File: src/common/mipsCtrlPkg.sv
/*
 * Pipeline control definitions
 * Decoded control bundle, ALU operation codes and forwarding selects
 */
package mipsCtrlPkg;

   // Main decoder to ALU control
   typedef enum logic [1:0] {
      aluOpAdd,
      aluOpSub,
      aluOpFunct
   } aluOpT;

   // ALU function
   typedef enum logic [2:0] {
      aluAdd,
      aluSub,
      aluAnd,
      aluOr,
      aluSlt,
      aluZero
   } aluCtrlT;

   // Operand source in execute
   typedef enum logic [1:0] {
      fwdReg,
      fwdMem,
      fwdWb
   } fwdSelT;

   // Control carried from decode down the pipeline
   typedef struct packed {
      logic  regWrite;
      logic  memToReg;
      logic  branch;
      logic  memRead;
      logic  memWrite;
      logic  regDst;
      logic  aluSrc;
      aluOpT aluOp;
   } ctrlT;

endpackage

File: src/common/mipsIsaPkg.sv
/*
 * MIPS32 instruction set definitions
 * Word types, field positions, opcodes, funct codes and memory sizes
 */
package mipsIsaPkg;

   typedef logic [31:0] wordT;
   typedef logic [4:0]  regAddrT;
   typedef logic [5:0]  opcodeT;
   typedef logic [5:0]  functT;

   // Instruction field positions
   localparam int regAddrW = 5;
   localparam int rsLsb    = 21;
   localparam int rtLsb    = 16;
   localparam int rdLsb    = 11;
   localparam int immLsb   = 0;
   localparam int immW     = 16;
   localparam int opLsb    = 26;
   localparam int opW      = 6;
   localparam int fnLsb    = 0;
   localparam int fnW      = 6;

   // Supported opcodes
   localparam opcodeT opRType = 6'h00;
   localparam opcodeT opLw    = 6'h23;
   localparam opcodeT opSw    = 6'h2B;
   localparam opcodeT opBeq   = 6'h04;

   // R-type funct codes
   localparam functT fnAdd = 6'h20;
   localparam functT fnSub = 6'h22;
   localparam functT fnAnd = 6'h24;
   localparam functT fnOr  = 6'h25;
   localparam functT fnSlt = 6'h2A;

   // Memory depths in words, log2
   parameter int imemDepthLog2 = 6;
   parameter int dmemDepthLog2 = 6;

endpackage

File: src/common/stageResultIf.sv
/*
 * Register write of a later pipeline stage
 * Seen by forwarding, the register file and the core outputs
 */
`timescale 1ns/1ps

interface stageResultIf;

   // Strobe is already qualified by a nonzero destination
   logic        regWrite;
   logic [4:0]  writeReg;
   logic [31:0] result;

   // Stage register producing the write
   modport source (output regWrite, writeReg, result);
   // Forwarding unit and operand muxes
   modport monitor (input regWrite, writeReg, result);
   // Register file write port
   modport write (input regWrite, writeReg, result);

endinterface

File: src/execute/forwardUnit.sv
/*
 * Forwarding unit
 * Picks ALU operand sources from memory and writeback stage writes
 */
`timescale 1ns/1ps

module forwardUnit
   import mipsIsaPkg::*, mipsCtrlPkg::*;
(
   input  regAddrT              rsEx,
   input  regAddrT              rtEx,
   stageResultIf.monitor        memResult,
   stageResultIf.monitor        wbResult,
   output fwdSelT               fwdA,
   output fwdSelT               fwdB
);

   // Younger result in memory stage has priority
   function automatic fwdSelT pickSource(regAddrT srcReg, logic memWe, regAddrT memReg,
                                         logic wbWe, regAddrT wbReg);
      if (memWe && memReg == srcReg) begin
         return fwdMem;
      end else if (wbWe && wbReg == srcReg) begin
         return fwdWb;
      end
      return fwdReg;
   endfunction

   // r0 writes already suppressed upstream
   assign fwdA = pickSource(rsEx, memResult.regWrite, memResult.writeReg,
                            wbResult.regWrite, wbResult.writeReg);
   assign fwdB = pickSource(rtEx, memResult.regWrite, memResult.writeReg,
                            wbResult.regWrite, wbResult.writeReg);

endmodule

File: src/flat_wrapper.sv
// flat-port wrapper written by rule: the top's interface ports become plain ports
module forwardUnit_flat import mipsIsaPkg::*, mipsCtrlPkg::*;
  (rsEx, rtEx, fwdA, fwdB, memResult_regWrite, memResult_writeReg, memResult_result, wbResult_regWrite, wbResult_writeReg, wbResult_result);
  stageResultIf memResult_i ();
  stageResultIf wbResult_i ();
  input  regAddrT rsEx;
  input  regAddrT rtEx;
  output fwdSelT fwdA;
  output fwdSelT fwdB;
  input wire logic [$bits(memResult_i.regWrite)-1:0] memResult_regWrite;
  input wire logic [$bits(memResult_i.writeReg)-1:0] memResult_writeReg;
  input wire logic [$bits(memResult_i.result)-1:0] memResult_result;
  input wire logic [$bits(wbResult_i.regWrite)-1:0] wbResult_regWrite;
  input wire logic [$bits(wbResult_i.writeReg)-1:0] wbResult_writeReg;
  input wire logic [$bits(wbResult_i.result)-1:0] wbResult_result;
  assign memResult_i.regWrite = memResult_regWrite;
  assign memResult_i.writeReg = memResult_writeReg;
  assign memResult_i.result = memResult_result;
  assign wbResult_i.regWrite = wbResult_regWrite;
  assign wbResult_i.writeReg = wbResult_writeReg;
  assign wbResult_i.result = wbResult_result;
  forwardUnit u_core (.rsEx(rsEx), .rtEx(rtEx), .memResult(memResult_i), .wbResult(wbResult_i), .fwdA(fwdA), .fwdB(fwdB));
endmodule
File: config.mk
export PLATFORM = sky130hd
export DESIGN_NAME = forwardUnit_flat
export DESIGN_NICKNAME = d
export VERILOG_FILES = /design/src/common/mipsCtrlPkg.sv /design/src/common/mipsIsaPkg.sv /design/src/common/stageResultIf.sv /design/src/execute/forwardUnit.sv /design/src/flat_wrapper.sv
export SDC_FILE = /design/constraint.sdc
export NUM_CORES = 1
export LEC_CHECK = 0
export ABC_AREA = 1
export BUFFER_PORTS_ARGS = -buffer_cell sky130_fd_sc_hd__buf_2
export CAP_MARGIN = 25
export CORE_MARGIN = 5
export CORE_UTILIZATION = 24
export DETAILED_ROUTE_END_ITERATION = 7
export GPL_ROUTABILITY_DRIVEN = 0
export GPL_TIMING_DRIVEN = 0
export PLACE_DENSITY_LB_ADDON = 0.2
export SLEW_MARGIN = 15
export SYNTH_ARGS = -nofsm -noshare
export SYNTH_HDL_FRONTEND = slang
export SYNTH_SLANG_ARGS = --single-unit
File: constraint.sdc
create_clock -name vclk -period 0.9
set_input_delay 0.09 -clock vclk [all_inputs]
set_output_delay 0.09 -clock vclk [all_outputs]
set_load 0.02 [all_outputs]
==> results of run 1 <==
worst max path at each step:
stage / end / slack, ns
floorplan: fwdA[1] / 0.06
global placement: fwdA[1] / -0.04
detailed placement: fwdA[1] / -0.03
CTS: fwdA[1] / 0.003
global route: fwdB[1] / -0.10
finish: fwdB[1] / -0.02
per-stage QoR:
stage	power, W	instances	hold slack (ns)	cell area (um^2)	utilization
floorplan	0.0001227	93	0.3558	384.1	-
global placement	0.0002115	135	0.6019	534.3	0.3547
detailed placement	0.0002130	135	0.6000	534.3	0.3547
CTS	0.0002279	135	0.6024	560.5	0.3721
global route	0.0003207	136	0.6413	678.2	0.4502
finish	0.0002861	136	0.5928	678.2	0.4502
cells by family (layout without fill, tap and decap cells):
| logic type | count (synthesis) | in the layout |
|---|---|---|
| AOI/OAI and AO/OA | 2 | 2 |
| buffers and inverters | 19 | 46 |
| and+or+nand+nor | 72 | 72 |
critical path: stages:
cell	delay, ns
buf_6	0.10
nand2_2	0.06
nand2_2	0.05
nor2_2	0.11
nand2_1	0.07
nor2_2	0.13
nor2_1	0.06
buf_4	0.15
cell usage in the layout (no fill, tap or decap):
master   count
o21ai_1      1
nor2_2       3
buf_2       11
nor2_1      13
buf_6        9
nand3_1      2
nand4_1      1
inv_2        4
inv_4        3
nand2_1     38
inv_1       12
buf_4        5
buf_8        2
o21ai_0      1
nand4_4      1
nor2_4       2
nand2_2     12
cell type report:
| class | instances | area, um^2 |
|---|---|---|
| fillers | 175 | 828.3 |
| inverters | 19 | 78.83 |
| multi-input cells | 74 | 355.3 |
| well taps | 16 | 20.02 |
| repair buffers | 27 | 224.0 |
power groups by stage:
stage	Sequential [W]	Clock, W	Combinational (W)
after global routing	0	0	0.000321
after detailed placement	0	0	0.000213
after CTS	0	0	0.000228
after global placement	0	0	0.000212
after floorplan	0	0	0.000123
final	0	0	0.000286
repair_timing:
action                                  4_1_cts  5_1_grt
endpoints found under the setup margin        4        4
gates cloned                                  0        0
buffers inserted                              0        1
pin swaps                                     1       21
gates resized for setup                       9       37
layer usage:
metal	share of wire	up-vias
met2	0.44	21
met4	0	0
met3	0.082	0
met5	0	-
met1	0.48	242
li1	-	324
==> results.py, run 1 <==
metrics = {
    "yosys": {
        "synth.top_cells.by_count": "nand2_1, inv_1, nor2_1, nand3_1",
        "syn_inst": 93,
        "ys_seq_area_frac": 0,
        "syn_nets": 179,
        "synth_mux_area_frac": 0,
        "synth_xor_area_frac": 0,
        "synth.most_common_cell": "nand2_1",
        "synth_top_family_by_area": "simple AND/OR/NAND/NOR gates",
        "ys_types": 10,
        "synth_simple_gate_area_share": 0.7883,
        "synth-compound-area-share": 0.02606,
        "syn_area_um2": 384.1,
        "synth_top_area_share": 0.4886,
        "avgSynthCellArea_um2": 4.130,
        "yosysTopAreaCell": "nand2_1",
        "synth_warnings": 0,
        "synth_area_leaders": "nand2_1, inv_1, nor2_1",
        "synthAdderAreaFrac": 0,
    },
    "sta": {
        "drv_slew": 0,
        "period_share": 1.018,
        "fin_crit_ns": 0.9164,
        "worst_slack_ns": -0.01639,
        "setup_viol_count_final": 1,
        "hold_viol": 0,
        "fmax_mhz": 1091,
        "slew_headroom": 0.8722,
        "worst_pin_slew_ns": 0.1911,
        "tns_ns": -0.01639,
        "grt_setup_unrepaired": "true",
    },
    "worst_hold_path": {
        "holdCritPathClass": "primary input to primary output",
        "hp-start": "rtEx[2]",
        "hold_depth": 5,
        "hold_end": "fwdB[0]",
    },
    "drt": {
        "vias_per_cell": 4.316,
        "postRouteAntennaNets": 0,
        "drc": 0,
        "dr.pass1.iters": 4,
        "via_count": 587,
        "wl_per_cell_um": 8.926,
        "wl_mm": 1.214,
        "drt-initial-drc-count": 15,
    },
    "floorplanning": {
        "num_io_pins": 90,
        "initial_core_util": 0.2550,
        "die_y_um": 50.01,
        "die_w_um": 50.01,
        "core_mm2": 0.001506,
        "die_area_mm2": 0.002501,
        "rows": 14,
    },
    "worst_setup_path": {
        "crit_path_end_kind": "primary output",
        "crit_fanout": 3,
        "worstPathArrival_ns": 0.83,
        "required_ns": 0.81,
        "cp-start-kind": "primary input",
        "startpoint": "memResult_writeReg[4]",
        "worstSetupPathType": "primary input to primary output",
    },
    "job": {
        "drv_cap": 0,
    },
    "layout": {
        "final_nets": 208,
        "antenna_cells": 0,
        "n_sequential_cell": 0,
        "clkbuf_count": 0,
        "syn_to_final_growth_pct": 76.55,
        "drive_above_1_share": 0.4333,
        "regArea_um2": 0,
    },
    "outcome": {
        "status": "finished with violations",
        "violations": "negative setup slack",
    },
    "global_route": {
        "top_usage_layer": "met1",
        "antenna_found_initial": 0,
        "grt_overflow": 0,
        "grt_max_degree": 5,
        "grt_usage": 0.08571,
        "grtUsageMet3": 0.01506,
        "grt_util_met1": 0.1418,
        "grt_pass1_wl_mm": 1.828,
        "use_met2": 0.1172,
        "first_global_vias": 461,
    },
    "power": {
        "power_frac_comb": 1.000,
        "vdd.ir_drop.worst_mv": 0.1872,
        "power_density_mw_per_mm2": 421.9,
        "sw_frac_of_total": 0.5074,
        "p_seq_frac": 0,
        "leakage_nw": 0.4197,
        "p_sw_w": 0.0001452,
        "clkPwrFrac": 0,
        "p_int_w": 0.0001409,
    },
    "place": {
        "port_buffers": 26,
        "dpl_worst_slack_ns": -0.03314,
        "dp_hpwl_mm": 1.045,
    },
    "clock_tree": {
        "postCtsHoldBufs": 0,
    },
}
Power figures use the tool's default switching activity.
==> inputs of run 2 (changes only) <==
==> constraint.sdc (replaced) <==
create_clock -name vclk -period 1
set_input_delay 0.1 -clock vclk [all_inputs]
set_output_delay 0.1 -clock vclk [all_outputs]
set_load 0.02 [all_outputs]
==> results.py, run 2 (synthesis results as in run 1) <==
metrics = {
    "outcome": {
        "status": "finished, final reports clean",
    },
    "layout": {
        "regArea_um2": 0,
        "antenna_cells": 0,
        "final_area_um2": 588.1,
        "final_nets": 207,
        "drive_above_1_share": 0.3361,
        "clkbuf_count": 0,
        "layout_common_cells": "nand2_1, buf_2, inv_1, nor2_1, nand2_2",
        "n_sequential_cell": 0,
        "final_common_cell": "nand2_1",
        "syn_to_final_growth_pct": 53.09,
    },
    "floorplanning": {
        "die_w_um": 50.01,
        "rows": 14,
        "num_io_pins": 90,
        "die_y_um": 50.01,
        "die_area_mm2": 0.002501,
        "initial_core_util": 0.2550,
        "core_mm2": 0.001506,
    },
    "power": {
        "power_density_mw_per_mm2": 367.9,
        "p_int_w": 0.00009776,
        "vdd.ir_drop.worst_mv": 0.1537,
        "sw_frac_of_total": 0.5482,
        "leakage_nw": 0.3951,
        "power_frac_comb": 1.000,
        "p_sw_w": 0.0001186,
        "p_seq_frac": 0,
        "clkPwrFrac": 0,
    },
    "place": {
        "port_buffers": 26,
        "dp_hpwl_mm": 1.045,
        "dpl_worst_slack_ns": 0.04686,
        "placed_area_um2": 534.3,
    },
    "drt": {
        "wl_mm": 1.148,
        "via_count": 586,
        "postRouteAntennaNets": 0,
        "dr.pass1.iters": 5,
        "vias_per_cell": 4.341,
        "drc": 0,
        "drt-initial-drc-count": 13,
        "wl_per_cell_um": 8.504,
    },
    "worst_setup_path": {
        "crit_fanout": 3,
        "crit_path_end_kind": "primary output",
        "cp-start-kind": "primary input",
        "cp_cell_sequence": "buf_8, inv_4, nand2_2, nand2_2, nor2_2, nand2_1, nor2_2, nor2_1, buf_4",
        "slowest_delay_ns": 0.15,
        "worstPathArrival_ns": 0.84,
        "worstSetupPathType": "primary input to primary output",
        "critPathSlowestCell": "buf_4",
        "required_ns": 0.90,
    },
    "global_route": {
        "top_usage_layer": "met1",
        "grtUsageMet3": 0.01506,
        "grt_util_met1": 0.1383,
        "first_global_vias": 434,
        "grt_pass1_wl_mm": 1.738,
        "grt_usage": 0.08207,
        "grt_max_degree": 5,
        "grt_overflow": 0,
        "use_met2": 0.1088,
        "antenna_found_initial": 0,
    },
    "sta": {
        "grt_setup_unrepaired": "true",
        "worst_pin_slew_ns": 0.1271,
        "setup_viol_count_final": 0,
        "slew_headroom": 0.9144,
        "period_share": 0.9421,
        "fin_crit_ns": 0.9421,
        "hold_viol": 0,
        "worst_slack_ns": 0.05789,
        "drv_slew": 0,
        "fmax_mhz": 1061,
    },
    "worst_hold_path": {
        "holdCritPathClass": "primary input to primary output",
    },
    "clock_tree": {
        "postCtsHoldBufs": 0,
    },
    "job": {
        "drv_cap": 0,
    },
}
-- run 2: changes by cell type in the layout (fill, tap and decap cells not counted), sizes merged --
cell,before,now
buf,27,26
-- run 2: timing repair --
item | 4_1_cts | 5_1_grt
buffers inserted | 0 | 0
gates resized for setup | 0 | 22
endpoints found under the setup margin | 0 | 4
-- run 2: metrics by stage --
step	TNS (ns)	total power, W	hold WS (ns)	utilization	instances
3_3_place_gp	0	0.0001904	0.6219	0.3547	135
6_report	0	0.0002164	0.6134	0.3904	135
5_1_grt	-0.03419	0.0002484	0.6693	0.3904	135
3_5_place_dp	0	0.0001917	0.6200	0.3547	135
2_1_floorplan	0	0.0001105	0.3758	-	93
4_1_cts	0	0.0001925	0.6224	0.3547	135
-- run 2: cell type report --
cell class | instances | area (um^2)
Fill cell | 191 | 918.4
Timing Repair Buffer | 26 | 163.9
Multi-Input combinational cell | 74 | 327.8
Inverter | 19 | 76.32
Tap cell | 16 | 20.02
-- run 2: metal layers --
metal | vias to the layer above | routed length [um]
met2 | 27 | 468
met5 | - | 0
li1 | 320 | -
met3 | 0 | 120
met1 | 239 | 559
met4 | 0 | 0
-- run 2: path summary, 6_finish.rpt --
check | from | endpoint | slack [ns] | depth (start not counted)
hold / removal | rtEx[2] | fwdB[0] | 0.61 | 5
setup / recovery | rtEx[4] | fwdB[1] | 0.06 | 9
-- run 2: worst max-delay path, delay by kind of cell --
family / cells / cell delay (ns)
and+or+nand+nor: 6 / 0.48
buffers and inverters: 3 / 0.26
-- run 2: power groups by stage --
stage                     Combinational (W)  Clock (W)  Sequential (W)
after floorplan                    0.000110          0               0
after global placement             0.000190          0               0
after detailed placement           0.000192          0               0
after CTS                          0.000192          0               0
after global routing               0.000248          0               0
final                              0.000216          0               0
==> inputs of run 3 (changes only) <==
--- a/config.mk
+++ b/config.mk
@@ -12,7 +12,7 @@
 export CORE_UTILIZATION = 24
 export DETAILED_ROUTE_END_ITERATION = 7
 export GPL_ROUTABILITY_DRIVEN = 0
-export GPL_TIMING_DRIVEN = 0
+export GPL_TIMING_DRIVEN = 1
 export PLACE_DENSITY_LB_ADDON = 0.2
 export SLEW_MARGIN = 15
 export SYNTH_ARGS = -nofsm -noshare
==> constraint.sdc (replaced) <==
create_clock -name vclk -period 1.2
set_input_delay 0.12 -clock vclk [all_inputs]
set_output_delay 0.12 -clock vclk [all_outputs]
set_load 0.02 [all_outputs]
==> results.py, run 3 (synthesis results as in run 1) <==
metrics = {
    "drt": {
        "dr.max_layer_used": "met3",
        "drt-initial-drc-count": 11,
        "drc": 0,
        "via_count": 561,
        "vias_per_cell": 4.156,
        "dr.pass1.iters": 4,
        "postRouteAntennaNets": 0,
        "m1WireLength_um": 581,
        "wl_mm": 1.102,
        "met3_length_um": 112,
        "wl_per_cell_um": 8.163,
        "wl_met2_um": 408,
    },
    "global_route": {
        "antenna_found_initial": 0,
        "grt_usage": 0.08207,
        "grt_pass1_wl_mm": 1.738,
        "grt_overflow": 0,
        "grt_max_degree": 5,
        "first_global_vias": 434,
    },
    "sta": {
        "fmax_mhz": 1014,
        "slew_headroom": 0.9142,
        "tns_ns": 0,
        "hold_viol": 0,
        "period_share": 0.8217,
        "setup_viol_count_final": 0,
        "grt_setup_unrepaired": "false",
        "fin_hold_ws_ns": 0.6555,
        "drv_slew": 0,
        "worst_pin_slew_ns": 0.1273,
        "fin_crit_ns": 0.9861,
    },
    "layout": {
        "clkbuf_count": 0,
        "fillers": 193,
        "antenna_cells": 0,
        "drive_above_1_share": 0.2437,
        "layout_common_cells": "nand2_1, buf_2, inv_1",
        "regArea_um2": 0,
        "final_common_cell": "nand2_1",
        "final_nets": 207,
        "n_sequential_cell": 0,
        "syn_to_final_growth_pct": 39.09,
    },
    "worst_setup_path": {
        "crit_fanout": 4,
        "path_depth": 8,
        "crit_path_end_kind": "primary output",
        "worstPathArrival_ns": 0.87,
        "cpMostUsedCell": "nor2_1",
        "cp-start-kind": "primary input",
        "cp_cell_sequence": "buf_2, inv_1, nor2_1, nor2_1, nand2_1, nor2_4, nor2_1, buf_2",
        "required_ns": 1.08,
        "crit_buf_inv": 3,
        "slowest_delay_ns": 0.15,
        "critPathSlowestCell": "buf_2",
        "worstSetupPathType": "primary input to primary output",
        "cp_top_family": "simple AND/OR/NAND/NOR gates",
    },
    "floorplanning": {
        "initial_core_util": 0.2550,
        "num_io_pins": 90,
        "die_area_mm2": 0.002501,
        "rows": 14,
        "die_w_um": 50.01,
        "die_y_um": 50.01,
        "core_mm2": 0.001506,
    },
    "outcome": {
        "status": "finished, final reports clean",
    },
    "place": {
        "port_buffers": 26,
        "dp_hpwl_mm": 1.045,
    },
    "worst_hold_path": {
        "hold_end": "fwdB[0]",
        "hold_depth": 5,
        "holdCritPathClass": "primary input to primary output",
        "hp-start": "rtEx[2]",
    },
    "job": {
        "drv_cap": 0,
    },
    "power": {
        "leakage_nw": 0.3874,
        "vdd.ir_drop.worst_mv": 0.1200,
        "power_density_mw_per_mm2": 296.0,
    },
    "clock_tree": {
        "postCtsHoldBufs": 0,
        "post_cts_resize_count": 0,
        "post-cts-setup-buffers": 0,
    },
}
==> run 3: cell types whose count changed in the layout (fill, tap and decap cells not counted), moves of 3 or more <==
| cell | delta |
|---|---|
| buf_2 | +6 |
| inv_1 | +5 |
| nand2_1 | +4 |
| nand2_2 | -4 |
| buf_6 | -3 |
| inv_2 | -3 |
==> run 3: per-stage QoR <==
| step | setup slack [ns] | utilization | cell area [um^2] | cells | power, W |
|---|---|---|---|---|---|
| 2_1_floorplan | 0.3026 | - | 384.1 | 93 | 0.00009205 |
| 3_3_place_gp | 0.2004 | 0.3547 | 534.3 | 135 | 0.0001587 |
| 3_5_place_dp | 0.2069 | 0.3547 | 534.3 | 135 | 0.0001597 |
| 4_1_cts | 0.2052 | 0.3547 | 534.3 | 135 | 0.0001604 |
| 5_1_grt | 0.07180 | 0.3547 | 534.3 | 135 | 0.0001839 |
| 6_report | 0.2139 | 0.3547 | 534.3 | 135 | 0.0001582 |
==> run 3: where the power goes <==
group	total, W	switching [W]	leakage (nW)	internal (W)
registers	0	0	0	0
clock network	0	0	0	0
logic	0.000158	0.0000914	0.387	0.0000667
total	0.000158	0.0000914	0.387	0.0000667
==> run 3: worst max-delay path by stage <==
stage	startpoint	to	slack, ns
2_1_floorplan	memResult_writeReg[0]	fwdA[1]	0.30
3_3_place_gp	memResult_writeReg[1]	fwdA[1]	0.20
3_5_place_dp	memResult_writeReg[1]	fwdA[1]	0.21
4_1_cts	memResult_writeReg[1]	fwdA[1]	0.21
5_1_grt	rtEx[3]	fwdB[1]	0.07
6_report	memResult_writeReg[0]	fwdA[1]	0.21
==> run 3: per-layer routing <==
layer,GRT usage,up-vias
met5,0,-
met4,0,0
met3,0.01506,0
met2,0.1088,21
met1,0.1383,220
li1,-,320
==> run 3: cell type report <==
type               count  area, um^2  area share
inverters             19       71.32      0.1335
multi-input cells     74       312.8      0.5855
well taps             16       20.02     0.03747
repair buffers        26       130.1      0.2436
